**src/hw/tape_pkg.sv**
```systemverilog
// ======================================================================
// Tape playback controller shared types
// Key bus, key command, player event and status structs, key codes and
// CPU speed codes used across the tape controller
// ======================================================================

package tape_pkg;

	// Host key bus as delivered by the I/O block
	typedef struct packed {
		logic       strobe;
		logic       pressed;
		logic [8:0] code;
	} ps2_key_t;

	// Transport commands decoded from function keys
	typedef enum logic [1:0] {
		KEY_NONE       = 2'd0,
		KEY_PLAY_PAUSE = 2'd1,
		KEY_REWIND     = 2'd2,
		KEY_EJECT      = 2'd3
	} key_cmd_e;

	typedef struct packed {
		logic     valid;
		key_cmd_e cmd;
	} key_cmd_t;

	// TZX player events where req is a toggle and the rest are pulses
	typedef struct packed {
		logic req;
		logic loop_start;
		logic loop_next;
		logic stop;
	} player_evt_t;

	typedef struct packed {
		logic ready;
		logic motor_on;
	} tape_status_t;

	// Scan codes with the extended flag in bit 8
	localparam logic [8:0] KEY_CODE_F5 = 9'h003;
	localparam logic [8:0] KEY_CODE_F6 = 9'h00B;
	localparam logic [8:0] KEY_CODE_F7 = 9'h083;

	// CPU speed settings
	localparam logic [1:0] SPEED_3M5 = 2'd0;
	localparam logic [1:0] SPEED_7M  = 2'd1;
	localparam logic [1:0] SPEED_14M = 2'd2;
	localparam logic [1:0] SPEED_28M = 2'd3;

endpackage

```
**src/hw/tape_key_decoder.sv**
```systemverilog
// ======================================================================
// Tape key decoder
// Synchronises the key strobe and maps F5/F6/F7 events to transport
// commands as a registered one-cycle pulse
// ======================================================================

`timescale 1ns/1ps

module tape_key_decoder (
	input  logic               clk_sys,
	input  logic               RESET,
	input  tape_pkg::ps2_key_t ps2_key_i,
	output tape_pkg::key_cmd_t key_cmd_o
);
	import tape_pkg::*;

	logic       stb_q1;
	logic       stb_q2;
	logic       pressed_q;
	logic [8:0] code_q;
	key_cmd_e   cmd_d;

	// Code and press flag travel alongside the first strobe stage
	always_ff @(posedge clk_sys) begin
		pressed_q <= ps2_key_i.pressed;
		code_q    <= ps2_key_i.code;
	end

	// Play/pause acts on press only, the others on either edge of the key
	always_comb begin
		cmd_d = KEY_NONE;
		case (code_q)
			KEY_CODE_F5: cmd_d = pressed_q ? KEY_PLAY_PAUSE : KEY_NONE;
			KEY_CODE_F6: cmd_d = KEY_REWIND;
			KEY_CODE_F7: cmd_d = KEY_EJECT;
			default:     cmd_d = KEY_NONE;
		endcase
	end

	always_ff @(posedge clk_sys) begin
		if (RESET) begin
			stb_q1          <= 1'b0;
			stb_q2          <= 1'b0;
			key_cmd_o.valid <= 1'b0;
			key_cmd_o.cmd   <= KEY_NONE;
		end else begin
			stb_q1 <= ps2_key_i.strobe;
			stb_q2 <= stb_q1;
			// New key event when the two stages disagree
			if ((stb_q1 ^ stb_q2) && (cmd_d != KEY_NONE)) begin
				key_cmd_o.valid <= 1'b1;
				key_cmd_o.cmd   <= cmd_d;
			end else begin
				key_cmd_o.valid <= 1'b0;
				key_cmd_o.cmd   <= KEY_NONE;
			end
		end
	end

endmodule

```
**src/hw/tape_ce_gen.sv**
```systemverilog
// ======================================================================
// Tape player clock enable generator
// Divides clk_sys by 32, 16, 8 or 4 per CPU speed, masking ticks on
// memory wait at the two fastest speeds
// ======================================================================

`timescale 1ns/1ps

module tape_ce_gen (
	input  logic       clk_sys,
	input  logic       RESET,
	input  logic [1:0] cpu_speed_i,
	input  logic       mem_wait_i,
	output logic       tape_ce_o
);
	import tape_pkg::*;

	logic [4:0] div_q;
	logic [1:0] speed_q;
	logic       tick;

	// Tick on the last count of each period, so nothing fires straight out of reset
	always_comb begin
		case (speed_q)
			SPEED_3M5: tick = &div_q[4:0];
			SPEED_7M:  tick = &div_q[3:0];
			SPEED_14M: tick = &div_q[2:0] & ~mem_wait_i;
			SPEED_28M: tick = &div_q[1:0] & ~mem_wait_i;
			default:   tick = 1'b0;
		endcase
	end

	always_ff @(posedge clk_sys) begin
		if (RESET) begin
			div_q     <= 5'd0;
			speed_q   <= SPEED_3M5;
			tape_ce_o <= 1'b0;
		end else begin
			div_q     <= div_q + 5'd1;
			tape_ce_o <= tick;
			// Speed only changes at the wrap so no short period appears
			if (&div_q) begin
				speed_q <= cpu_speed_i;
			end
		end
	end

endmodule

```
**src/hw/tape_transport.sv**
```systemverilog
// ======================================================================
// Tape transport
// Tracks tape length, ready and motor flags, and sequences the read
// addresses requested by the TZX player including loop handling
// ======================================================================

`timescale 1ns/1ps

module tape_transport #(
	parameter int ADDR_W = 25
) (
	input  logic                   clk_sys,
	input  logic                   RESET,
	input  tape_pkg::key_cmd_t     key_cmd_i,
	input  logic                   dl_active_i,
	input  logic [ADDR_W-1:0]      dl_addr_i,
	input  tape_pkg::player_evt_t  player_i,
	output logic                   rd_req_o,
	output logic [ADDR_W-1:0]      rd_addr_o,
	output tape_pkg::tape_status_t status_o,
	output logic                   player_restart_o
);
	import tape_pkg::*;

	logic [ADDR_W-1:0] tape_len;
	logic [ADDR_W-1:0] next_addr;
	logic [ADDR_W-1:0] loop_addr;
	tape_status_t      status_q;
	tape_status_t      status_d;
	logic              dl_q;
	logic              restart_q;

	logic key_play;
	logic key_rewind;
	logic key_eject;
	logic dl_end;
	logic req_seen;
	logic clear_addr;
	logic req_adv;

	// ==================================================================
	// Event decode
	// ==================================================================
	assign key_play   = key_cmd_i.valid && (key_cmd_i.cmd == KEY_PLAY_PAUSE);
	assign key_rewind = key_cmd_i.valid && (key_cmd_i.cmd == KEY_REWIND);
	assign key_eject  = key_cmd_i.valid && (key_cmd_i.cmd == KEY_EJECT);

	assign dl_end     = dl_q & ~dl_active_i;
	// rd_req_o mirrors the player toggle, so a mismatch is a new request
	assign req_seen   = player_i.req ^ rd_req_o;
	assign clear_addr = key_rewind | dl_active_i;
	assign req_adv    = req_seen & ~clear_addr;

	// ==================================================================
	// Ready and motor flags
	// ==================================================================
	always_comb begin
		status_d = status_q;

		if (key_eject) begin
			status_d.ready = 1'b0;
		end
		// Running off the end of the image drops ready
		if (req_adv && (next_addr >= tape_len)) begin
			status_d.ready = 1'b0;
		end
		if (dl_end) begin
			status_d.ready = 1'b1;
		end

		if (key_play && status_q.ready) begin
			status_d.motor_on = ~status_q.motor_on;
		end
		if (key_rewind || player_i.stop || dl_active_i) begin
			status_d.motor_on = 1'b0;
		end
		// Motor never runs without a loaded tape
		if (!status_d.ready) begin
			status_d.motor_on = 1'b0;
		end
		if (dl_end) begin
			status_d.motor_on = 1'b1;
		end
	end

	always_ff @(posedge clk_sys) begin
		if (RESET) begin
			status_q  <= '0;
			dl_q      <= 1'b0;
			restart_q <= 1'b0;
			tape_len  <= '0;
		end else begin
			status_q  <= status_d;
			dl_q      <= dl_active_i;
			restart_q <= clear_addr;
			// Final download address is the image length
			if (dl_end) begin
				tape_len <= dl_addr_i;
			end
		end
	end

	// ==================================================================
	// Read address sequencing
	// ==================================================================
	always_ff @(posedge clk_sys) begin
		if (RESET) begin
			rd_req_o  <= 1'b0;
			rd_addr_o <= '0;
			next_addr <= '0;
			loop_addr <= '0;
		end else begin
			rd_req_o <= player_i.req;

			if (player_i.loop_start) begin
				loop_addr <= next_addr;
			end

			if (clear_addr) begin
				next_addr <= '0;
			end else if (player_i.loop_next) begin
				next_addr <= loop_addr + ADDR_W'(1);
			end else if (req_seen) begin
				next_addr <= next_addr + ADDR_W'(1);
			end

			// Download only restarts the pointer, the last read stays put
			if (key_rewind) begin
				rd_addr_o <= '0;
			end else if (player_i.loop_next) begin
				rd_addr_o <= loop_addr;
			end else if (req_adv) begin
				rd_addr_o <= next_addr;
			end
		end
	end

	assign status_o         = status_q;
	assign player_restart_o = ~status_q.ready | restart_q;

endmodule

```
**src/hw/tape_ctrl_top.sv**
```systemverilog
// ======================================================================
// Tape playback controller top level
// Key decoder feeds the transport, the enable generator runs the
// external TZX player from the CPU speed setting
// ======================================================================

`timescale 1ns/1ps

module tape_ctrl_top #(
	parameter int ADDR_W = 25
) (
	input  logic                   clk_sys,
	input  logic                   RESET,

	// Host side
	input  tape_pkg::ps2_key_t     ps2_key_i,
	input  logic                   dl_active_i,
	input  logic [ADDR_W-1:0]      dl_addr_i,

	// Player and tape memory
	input  tape_pkg::player_evt_t  player_i,
	output logic                   rd_req_o,
	output logic [ADDR_W-1:0]      rd_addr_o,
	output tape_pkg::tape_status_t status_o,
	output logic                   player_restart_o,

	// Core timing
	input  logic [1:0]             cpu_speed_i,
	input  logic                   mem_wait_i,
	output logic                   tape_ce_o
);
	import tape_pkg::*;

	key_cmd_t     key_cmd;
	tape_status_t status;

	tape_key_decoder u_tape_key_decoder (
		.clk_sys   (clk_sys),
		.RESET     (RESET),
		.ps2_key_i (ps2_key_i),
		.key_cmd_o (key_cmd)
	);

	tape_transport #(
		.ADDR_W (ADDR_W)
	) u_tape_transport (
		.clk_sys          (clk_sys),
		.RESET            (RESET),
		.key_cmd_i        (key_cmd),
		.dl_active_i      (dl_active_i),
		.dl_addr_i        (dl_addr_i),
		.player_i         (player_i),
		.rd_req_o         (rd_req_o),
		.rd_addr_o        (rd_addr_o),
		.status_o         (status),
		.player_restart_o (player_restart_o)
	);

	// Motor gating of the player happens outside, through status_o
	assign status_o = status;

	tape_ce_gen u_tape_ce_gen (
		.clk_sys     (clk_sys),
		.RESET       (RESET),
		.cpu_speed_i (cpu_speed_i),
		.mem_wait_i  (mem_wait_i),
		.tape_ce_o   (tape_ce_o)
	);

endmodule

```
**config.mk**
```make
export PLATFORM = sky130hd
export DESIGN_NAME = tape_ctrl_top
export DESIGN_NICKNAME = d
export VERILOG_FILES = /design/src/hw/tape_pkg.sv /design/src/hw/tape_key_decoder.sv /design/src/hw/tape_ce_gen.sv /design/src/hw/tape_transport.sv /design/src/hw/tape_ctrl_top.sv
export SDC_FILE = /design/constraint.sdc
export NUM_CORES = 1
export LEC_CHECK = 0
export BUFFER_PORTS_ARGS = -buffer_cell sky130_fd_sc_hd__buf_2
export CAP_MARGIN = 20
export CELL_PAD_IN_SITES_DETAIL_PLACEMENT = 0
export CELL_PAD_IN_SITES_GLOBAL_PLACEMENT = 1
export CORE_ASPECT_RATIO = 1.1
export CORE_MARGIN = 2
export CORE_UTILIZATION = 33
export DETAILED_ROUTE_END_ITERATION = 7
export MAX_ROUTING_LAYER = met4
export PLACE_DENSITY_LB_ADDON = 0.15
export RECOVER_POWER = 50
export SLEW_MARGIN = 20
export SYNTH_ARGS = -nofsm -noshare
export SYNTH_HDL_FRONTEND = slang
export SYNTH_SLANG_ARGS = --single-unit
export TNS_END_PERCENT = 10
```
**constraint.sdc**
```tcl
create_clock -name clk_sys -period 3.46 [get_ports clk_sys]
set_input_delay 0.519 -clock clk_sys [delete_from_list [all_inputs] [get_ports clk_sys]]
set_output_delay 0.519 -clock clk_sys [all_outputs]
set_load 0.005 [all_outputs]
```
Word-level counts from Yosys, hierarchy flattened
Index checks and enable logic that the tools add are counted.
{"block": "classes", "add_sub_neg": 3, "magnitude_cmp": 1, "n_eq_ne": 10, "mux": 15, "bitwise_logic": 14, "reduce_logical": 19}
{"operator": "2-to-1 mux 25 bit", "n": 4}
{"operator": "adder 25 x 1 -> 25 bit, second input constant", "n": 2}
{"operator": "greater-or-equal comparator 25 bit", "n": 1}
{"operator": "== test 9 x 2 -> 1 bit, second input constant", "n": 1}
{"operator": "== test 9 x 4 -> 1 bit, second input constant", "n": 1}
{"operator": "== test 9 x 8 -> 1 bit, second input constant", "n": 1}
{"operator": "== test 2 bit, second input constant", "n": 4}
{"operator": "2-to-1 mux 1 bit", "n": 8}
{"operator": "logical AND 1 bit", "n": 6}
{"operator": "inverter 1 bit", "n": 6}
{"operator": "one-hot mux 2 bit (3 select lines)", "n": 1}
{"operator": "nonzero test 2 bit", "n": 3}
{"operator": "OR reduction 2 bit", "n": 3}
{"operator": "adder 5 x 1 -> 5 bit, second input constant", "n": 1}
{"operator": "AND reduction 5 bit", "n": 1}
{"operator": "bitwise AND 1 bit", "n": 4}
{"operator": "== test 2 x 1 -> 1 bit, second input constant", "n": 2}
{"operator": "!= test 4 bit, second input constant", "n": 1}
{"operator": "one-hot mux 1 bit (4 select lines)", "n": 1}
{"operator": "AND reduction 4 bit", "n": 1}
{"operator": "2-to-1 mux 3 bit", "n": 1}
{"operator": "AND reduction 3 bit", "n": 1}
{"operator": "zero test 2 bit", "n": 1}
{"operator": "logical OR 1 bit", "n": 2}
{"operator": "other kinds (3)", "n": 5}
{"block": "totals", "register_bits": 128, "in_bits": 46, "output_inout_bits": 30, "elab_cells": 80}

Depth between registers and ports, before layout
Gate-level depths: netlist of the first run.
{"block": "depth", "depth_word": 10, "depth_mapped": 11, "depth_no_buf": 8}

Hierarchy
Synthesis of the first run repeated with hierarchy kept, for this count alone.
{"block": "unflattened", "hier_cells": 726, "hier_area_um2": 6312.3}
{"mod": "tape_transport", "instances": 1, "cells_per_inst": 669, "area_per_inst_um2": 5590.4, "seq_area_each_um2": 2102.0}
{"mod": "tape_key_decoder", "instances": 1, "cells_per_inst": 28, "area_per_inst_um2": 407.9, "seq_area_each_um2": 300.3}
{"mod": "tape_ce_gen", "instances": 1, "cells_per_inst": 29, "area_per_inst_um2": 314.1, "seq_area_each_um2": 160.2}

Worst setup path before layout of the first run
OpenSTA, ideal clock, no wires.
{"block": "synth_timing", "kind": "input port to flip-flop", "start": "in player_i[1] (netlist bit)", "end": "reg u_tape_transport.next_addr[18]", "setup_ns": 0.079, "arrival_time_ns": 2.664, "required_time_ns": 3.381, "setup_slack_ns": 0.716, "cell_stages": 11, "path_buffers": 4, "path_cell_list": "buf_6 > buf_4 > buf_2 > buf_2 > mux2_2 > ha_1 > o211a_1 > nand2_2 > or4_1 > and3_1 > a211oi_2"}
{"block": "synth_via", "elab_chain_cells": 1, "elab_cells_between_ends": 2, "classes_between": "mux (1); reduce/logical (1)"}
{"item": "start: declaration", "line_no": "tape_ctrl_top.sv:21", "rtl": "input tape_pkg::player_evt_t player_i,"}
{"item": "2-to-1 mux 25 bit or nonzero test 2 bit (tied branches)"}
{"item": "end signal: assignment", "line_no": "tape_transport.sv:122", "rtl": "next_addr <= loop_addr + ADDR_W'(1);"}
{"item": "end signal: assignment", "line_no": "tape_transport.sv:124", "rtl": "next_addr <= next_addr + ADDR_W'(1);"}
{"item": "end: declaration", "line_no": "tape_transport.sv:26", "rtl": "logic [ADDR_W-1:0] next_addr;"}
Several ways; a longest one is shown, not always the timed one.
A chain may end at the register's enable or synchronous reset.

==> results of run 1 <==
==> Yosys cell counts (all sizes together) (6+ instances only) <==
| cell | count | area share, % |
|---|---|---|
| dfxtp | 128 | 40 |
| nand2 | 98 | 5.8 |
| buf | 16 | 1.4 |
| o21ai | 22 | 1.7 |
| nand3 | 22 | 2.0 |
| nor2 | 71 | 4.1 |
| a21o | 6 | 0.70 |
| ha | 29 | 5.6 |
| mux2 | 12 | 2.1 |
| xor2 | 14 | 1.9 |
| clkbuf | 28 | 1.6 |
| nor2b | 11 | 1.1 |
| nor3 | 17 | 1.4 |
| a21oi | 61 | 4.8 |
| nand3b | 9 | 2.2 |
| inv | 33 | 1.9 |
| mux2i | 44 | 6.8 |
| nor4 | 7 | 0.87 |
| xnor2 | 26 | 3.7 |
| a211oi | 23 | 2.8 |
| nand4 | 8 | 0.78 |
==> stage by stage <==
stage                     area (sq um)  util [%]
final                             7650      40.1
after global routing              7650      40.1
after CTS                         7680      40.2
after detailed placement          7050      36.9
after global placement            7050      36.9
after floorplan                   6440         -
==> worst max-delay path, cell delays in order <==
cell                       delay [ns]
sky130_fd_sc_hd__clkbuf_1        1.28
sky130_fd_sc_hd__clkbuf_2        0.81
sky130_fd_sc_hd__nor4_1          0.13
sky130_fd_sc_hd__nand3_1         0.19
sky130_fd_sc_hd__a211oi_1        0.07
==> registers in the layout, indices dropped and copies added, names as in the netlist <==
register and flops:
u_tape_ce_gen.speed_q 2, u_tape_transport.status_o 2, u_tape_transport.rd_req_o 1, u_tape_ce_gen.tape_ce_o 1, u_tape_key_decoder.pressed_q 1, u_tape_key_decoder.code_q 9, u_tape_transport.next_addr 25, u_tape_key_decoder.stb_q1 1
u_tape_key_decoder.key_cmd_o 3, u_tape_transport.tape_len 25, u_tape_transport.dl_q 1, u_tape_transport.rd_addr_o 25, u_tape_key_decoder.stb_q2 1, u_tape_transport.loop_addr 25, u_tape_ce_gen.div_q 5, u_tape_transport.restart_q 1
==> cell families after synthesis <==
kind of cell               after synthesis  synth area share [%]
xor gates and xnor gates                40                  5.56
adders and majority gates               29                  5.64
muxes                                   56                  8.94
AOI/OAI and AO/OA                      139                  14.1
and+or+nand+nor                        266                  21.0
DFF                                    128                  39.8
buffers and inverters                   77                  4.97
==> layer usage <==
metal / GRT usage (%) / vias to the layer above
met5: - / -
met4: 6.13 / 0
met3: 3.57 / 19
met2: 27.7 / 95
met1: 23.5 / 2497
li1: - / 2688
==> area by class of cell <==
class                   count  area, sq um  area share, %
inverters                  33          124           1.62
repair buffers             90          462           6.04
clock buffers              17          425           5.56
well taps                 247          309           4.04
flip-flops and latches    128         2560           33.5
clock inverters            15          205           2.68
multi-input cells         530         3560           46.6
==> worst paths after layout <==
check	start	endpoint	slack (ns)	cells after the start
worst max-delay path	RESET	u_tape_key_decoder.key_cmd_o[2]	0.74	5
worst min register to register	u_tape_transport.tape_len[19]	u_tape_transport.tape_len[19]	0.45	2
worst min-delay path	ps2_key_i[1]	u_tape_key_decoder.code_q[1]	0.20	1
worst max register to register	u_tape_key_decoder.key_cmd_o[0]	u_tape_transport.rd_addr_o[3]	1.16	6
==> report_power, final <==
| group | leakage (nW) | switching [W] | internal (W) |
|---|---|---|---|
| Clock | 0.301 | 0.000712 | 0.00122 |
| Combinational | 1.80 | 0.000172 | 0.000118 |
| Sequential | 1.04 | 0.0000402 | 0.00151 |
==> impl_metrics.py, run 1 <==
metrics = {
    "global_routing": {
        "grt_util_all_layers_pct": 18.0,
        "maximum_number_of_pins_on_one_net_before_global_route_repair": 37,
        "first_global_vias": 5061,
        "grt_first_pass_wirelength_mm": 27.3,
        "gr-total-overflow": 0,
        "antenna_found_initial": 0,
    },
    "clocking": {
        "clockBufferDepth": 2,
        "ctsRootBufferMaster": "sky130_fd_sc_hd__clkbuf_16",
        "cts.sink_count": 128,
        "cts.reportedPaths.clkPinSlew_ns": 0.06,
        "cts_setup_buffers": 0,
        "clkLatencyLatePin_ns": 0.42,
        "tritoncts_clock_tree": "done",
        "htree_levels": 4,
        "cts.repair.resized": 0,
        "tritoncts.num_buffers": 17,
        "number_of_buffers_inserted_by_hold_repair_at_cts": 0,
    },
    "sta": {
        "final_min_period_over_clock_period_pct": 78.5,
        "totalNegativeSetupSlack_ns": 0,
        "max_freq_ghz": 0.368,
        "setup_viol_count_final": 0,
        "timing.final.hold_violations": 0,
        "layout_min_cycle_time_ns": 2.72,
        "timing_max_transition_violations_final": 35,
        "maxSlewHeadroom_pct": -21.7,
        "finalHoldWorstSlack_ns": 0.199,
        "timing.final.ws_setup_ns": 0.743,
        "worst_clock_skew_ns": 0.00969,
        "worst_slew_pin_slew_ns": 1.83,
        "rsz0062_at_grt": "no",
    },
    "synth": {
        "fraction_of_registers_with_async_set_reset_pct": 0,
        "synth_enable_flop_cells": 0,
        "ys_warn_count": 0,
        "synth_cell_type_count": 60,
        "yosys_register_bits": 128,
        "syn-instance-count": 735,
        "synth_seq_area_share_pct": 39.8,
        "syn_nets": 810,
        "postSynthAreaPerCell_sq_um": 8.76,
        "yosys_most_used_dff": "sky130_fd_sc_hd__dfxtp_1",
        "synthesis.area_sq_um": 6440,
    },
    "run": {
        "cap_viol_max_count": 1,
    },
    "drt": {
        "routed.top_layer": "met4",
        "route.vias.total": 5299,
        "met2_wirelength_mm": 8.14,
        "dr_drc_count": 0,
        "detail_route.first_pass.iterations": 4,
        "met1_length_mm": 8.44,
        "wl_per_cell_um": 16.3,
        "detail_route.iter0.violations": 224,
        "post_drt_via_cell_ratio": 5.00,
        "wl_met3_um": 470,
        "postRouteWirelength_mm": 17.3,
        "drtAntennaViolNets": 0,
    },
    "layout": {
        "num_antenna_cells": 0,
        "final_net_count": 875,
        "final-instance-count-excl-fill": 1060,
        "most_common_cell_after_layout_fill_and_taps_aside": "sky130_fd_sc_hd__dfxtp_1",
        "drive_above_1_share_pct": 16.6,
        "most_frequent_cells_in_the_layout": "128 x sky130_fd_sc_hd__dfxtp_1, 97 x sky130_fd_sc_hd__nand2_1, 71 x sky130_fd_sc_hd__nor2_1, 60 x sky130_fd_sc_hd__a21oi_1, 56 x sky130_fd_sc_hd__buf_2",
        "area_growth_pct": 18.8,
        "filler_cell_count": 1986,
    },
    "die": {
        "fp.dieArea_sq_um": 20600,
        "coreArea_sq_um": 19100,
        "ioPinCount": 76,
        "initial_standard_cell_utilization_of_the_core_pct": 33.7,
        "die_x_um": 137,
        "num_rows": 53,
        "die_height_um": 151,
    },
    "setup_path": {
        "worstPathArrival_ns": 3.02,
        "kind_of_critical_path": "primary input to flop",
        "worst-path-max-fanout": 36,
        "required_ns": 3.76,
        "worstSetupStartpointType": "primary input",
        "timing.critical_path.to_type": "flop",
    },
    "outcome": {
        "run_status": "finished, violations left",
        "violations": "max-capacitance violations, max-slew violations",
    },
    "placement": {
        "post-dp-hpwl_mm": 12.5,
        "placement.setup.worst_slack_ns": 0.537,
        "dpl.cell_count": 1028,
        "place_congestion": 0.849,
        "placement.io_buffers": 75,
    },
    "power": {
        "vdd_ir_drop_max_mv": 0.323,
        "power-per-cell-area_nw_per_um2": 493,
        "static-leakage-power_nw": 3.15,
        "finalPower_w": 0.00377,
    },
    "hold_path": {
        "hold_path_class": "primary input to flop",
    },
}
Power figures use the tool's default switching activity.
==> inputs of run 2 (changes only) <==
==> constraint.sdc (replaced) <==
create_clock -name clk_sys -period 2.2 [get_ports clk_sys]
set_input_delay 0.33 -clock clk_sys [delete_from_list [all_inputs] [get_ports clk_sys]]
set_output_delay 0.33 -clock clk_sys [all_outputs]
set_load 0.005 [all_outputs]
==> run 2 against run 1 <==
Net effect: the run now ends clean; worst setup slack got worse by 0.63 ns; global-route usage increased by 0.68 points; total power increased by 52%; die area unchanged; clock power increased by 44%; register-to-register slack got worse by 1.0 ns; critical path depth increased by 2; combinational power increased by 84%; worst hold slack got worse by 0.052 ns; clock skew increased by 0.0032 ns; core utilization increased by 2.8 points; largest power group unchanged; highest routed layer unchanged.
==> impl_metrics.py, run 2 (synthesized netlist as in run 1, its figures left out) <==
metrics = {
    "sta": {
        "worst_clock_skew_ns": 0.0129,
        "layout_min_cycle_time_ns": 2.09,
        "totalNegativeSetupSlack_ns": 0,
        "setup_viol_count_final": 0,
        "final_min_period_over_clock_period_pct": 94.8,
        "timing_max_transition_violations_final": 0,
        "worst_slew_pin_slew_ns": 1.11,
        "max_freq_ghz": 0.480,
        "rsz0062_at_grt": "no",
        "maxSlewHeadroom_pct": 26.1,
        "timing.final.hold_violations": 0,
    },
    "layout": {
        "ff_latch_area_sq_um": 2560,
        "area_growth_pct": 27.1,
        "final_net_count": 937,
        "multi_input_comb_area_sq_um": 3610,
        "num_antenna_cells": 0,
        "layout.cell_area.non_filler_sq_um": 8180,
        "most_frequent_cells_in_the_layout": "128 x sky130_fd_sc_hd__dfxtp_1, 97 x sky130_fd_sc_hd__nand2_1, 71 x sky130_fd_sc_hd__nor2_1, 61 x sky130_fd_sc_hd__buf_4, 60 x sky130_fd_sc_hd__a21oi_1",
        "filler_cell_count": 1950,
        "final-instance-count-excl-fill": 1122,
        "drive_above_1_share_pct": 21.5,
        "most_common_cell_after_layout_fill_and_taps_aside": "sky130_fd_sc_hd__dfxtp_1",
    },
    "setup_path": {
        "worstSetupStartpointType": "flop",
        "timing.critical_path.to_type": "flop",
        "kind_of_critical_path": "flop to flop",
        "required_ns": 2.49,
        "worstPathArrival_ns": 2.38,
        "worst-path-max-fanout": 7,
    },
    "placement": {
        "placement.cell_area_sq_um": 7530,
        "post-dp-hpwl_mm": 12.9,
        "dpl.cell_count": 1080,
        "placement.io_buffers": 75,
        "place_congestion": 0.855,
    },
    "outcome": {
        "run_status": "completed",
    },
    "global_routing": {
        "gr-total-overflow": 0,
        "grt_util_all_layers_pct": 18.6,
        "grt_first_pass_wirelength_mm": 28.6,
        "maximum_number_of_pins_on_one_net_before_global_route_repair": 34,
        "antenna_found_initial": 0,
        "first_global_vias": 5424,
    },
    "die": {
        "ioPinCount": 76,
        "fp.dieArea_sq_um": 20600,
        "die_x_um": 137,
        "initial_standard_cell_utilization_of_the_core_pct": 33.7,
        "num_rows": 53,
        "die_height_um": 151,
        "coreArea_sq_um": 19100,
    },
    "clocking": {
        "clockBufferDepth": 2,
        "clkLatencyLatePin_ns": 0.43,
        "cts.sink_count": 128,
        "htree_levels": 4,
        "tritoncts_clock_tree": "done",
        "ctsRootBufferMaster": "sky130_fd_sc_hd__clkbuf_16",
        "cts.reportedPaths.clkPinSlew_ns": 0.06,
        "tritoncts.num_buffers": 17,
    },
    "drt": {
        "dr_drc_count": 0,
        "detail_route.iter0.violations": 266,
        "postRouteWirelength_mm": 17.8,
        "post_drt_via_cell_ratio": 4.92,
        "drtAntennaViolNets": 0,
        "detail_route.first_pass.iterations": 4,
        "route.vias.total": 5519,
        "wl_per_cell_um": 15.9,
    },
    "run": {
        "cap_viol_max_count": 0,
    },
    "hold_path": {
        "hold_path_class": "primary input to flop",
    },
    "power": {
        "finalPower_w": 0.00575,
        "static-leakage-power_nw": 3.46,
        "power-per-cell-area_nw_per_um2": 703,
        "vdd_ir_drop_max_mv": 0.540,
    },
}
run 2: metrics by stage:
stage	util (%)	hold slack, ns	setup slack, ns
6_report	42.8	0.147	0.115
5_1_grt	42.8	0.139	0.00787
4_1_cts	43.0	0.128	0.00316
3_5_place_dp	39.4	0.435	-0.0103
3_3_place_gp	39.4	0.427	-0.0171
2_1_floorplan	-	0.358	-0.0188
run 2: power breakdown:
part / total (W) / switching (W) / internal, W / leakage, nW
logic: 0.000535 / 0.000299 / 0.000236 / 2.14
clock network: 0.00278 / 0.00105 / 0.00173 / 0.275
registers: 0.00244 / 0.0000538 / 0.00238 / 1.04
total: 0.00575 / 0.00140 / 0.00435 / 3.46
run 2: metal layers:
metal  share of wire, %  vias to the layer above  track usage (%)
met1                 49                     2586             24.3
met4                2.1                        0             6.55
met5                  0                        -                -
met2                 45                      102             29.0
li1                   -                     2804                -
met3                3.9                       27             3.40
run 2: path summary, 6_finish.rpt:
path	from	end	slack, ns	depth (start not counted)
hold / removal	dl_addr_i[18]	u_tape_transport.tape_len[18]	0.15	3
setup reg to reg	u_tape_transport.next_addr[6]	u_tape_transport.next_addr[23]	0.11	7
hold reg to reg	u_tape_ce_gen.div_q[0]	u_tape_ce_gen.div_q[0]	0.45	1
setup / recovery	u_tape_transport.next_addr[6]	u_tape_transport.next_addr[23]	0.11	7
run 2: layout make-up:
cell class                 instances  share of cell area (%)
timing repair buffer             152                    12.2
tap                              247                    3.78
sequential                       128                    31.3
multi-input combinational        530                    44.1
clock inverter                     8                    1.30
clock buffer                      24                    5.76
inverter                          33                    1.51
run 2: timing repair:
item / in CTS / in global routing
endpoints found under the setup margin: 0 / 1
hold buffers: 10 / 0
gates resized for setup: 0 / 4
buffers inserted: 0 / 0
hold endpoints to repair: 10 / 0
run 2: critical path, cell delays in order, from the launching register on:
cell,delay [ns]
sky130_fd_sc_hd__dfxtp_1,0.52
sky130_fd_sc_hd__nand3b_1,0.20
sky130_fd_sc_hd__a22oi_4,0.30
sky130_fd_sc_hd__buf_12,0.14
sky130_fd_sc_hd__nand2_1,0.17
sky130_fd_sc_hd__nor3_1,0.32
sky130_fd_sc_hd__xor2_1,0.19
sky130_fd_sc_hd__o21ai_0,0.11
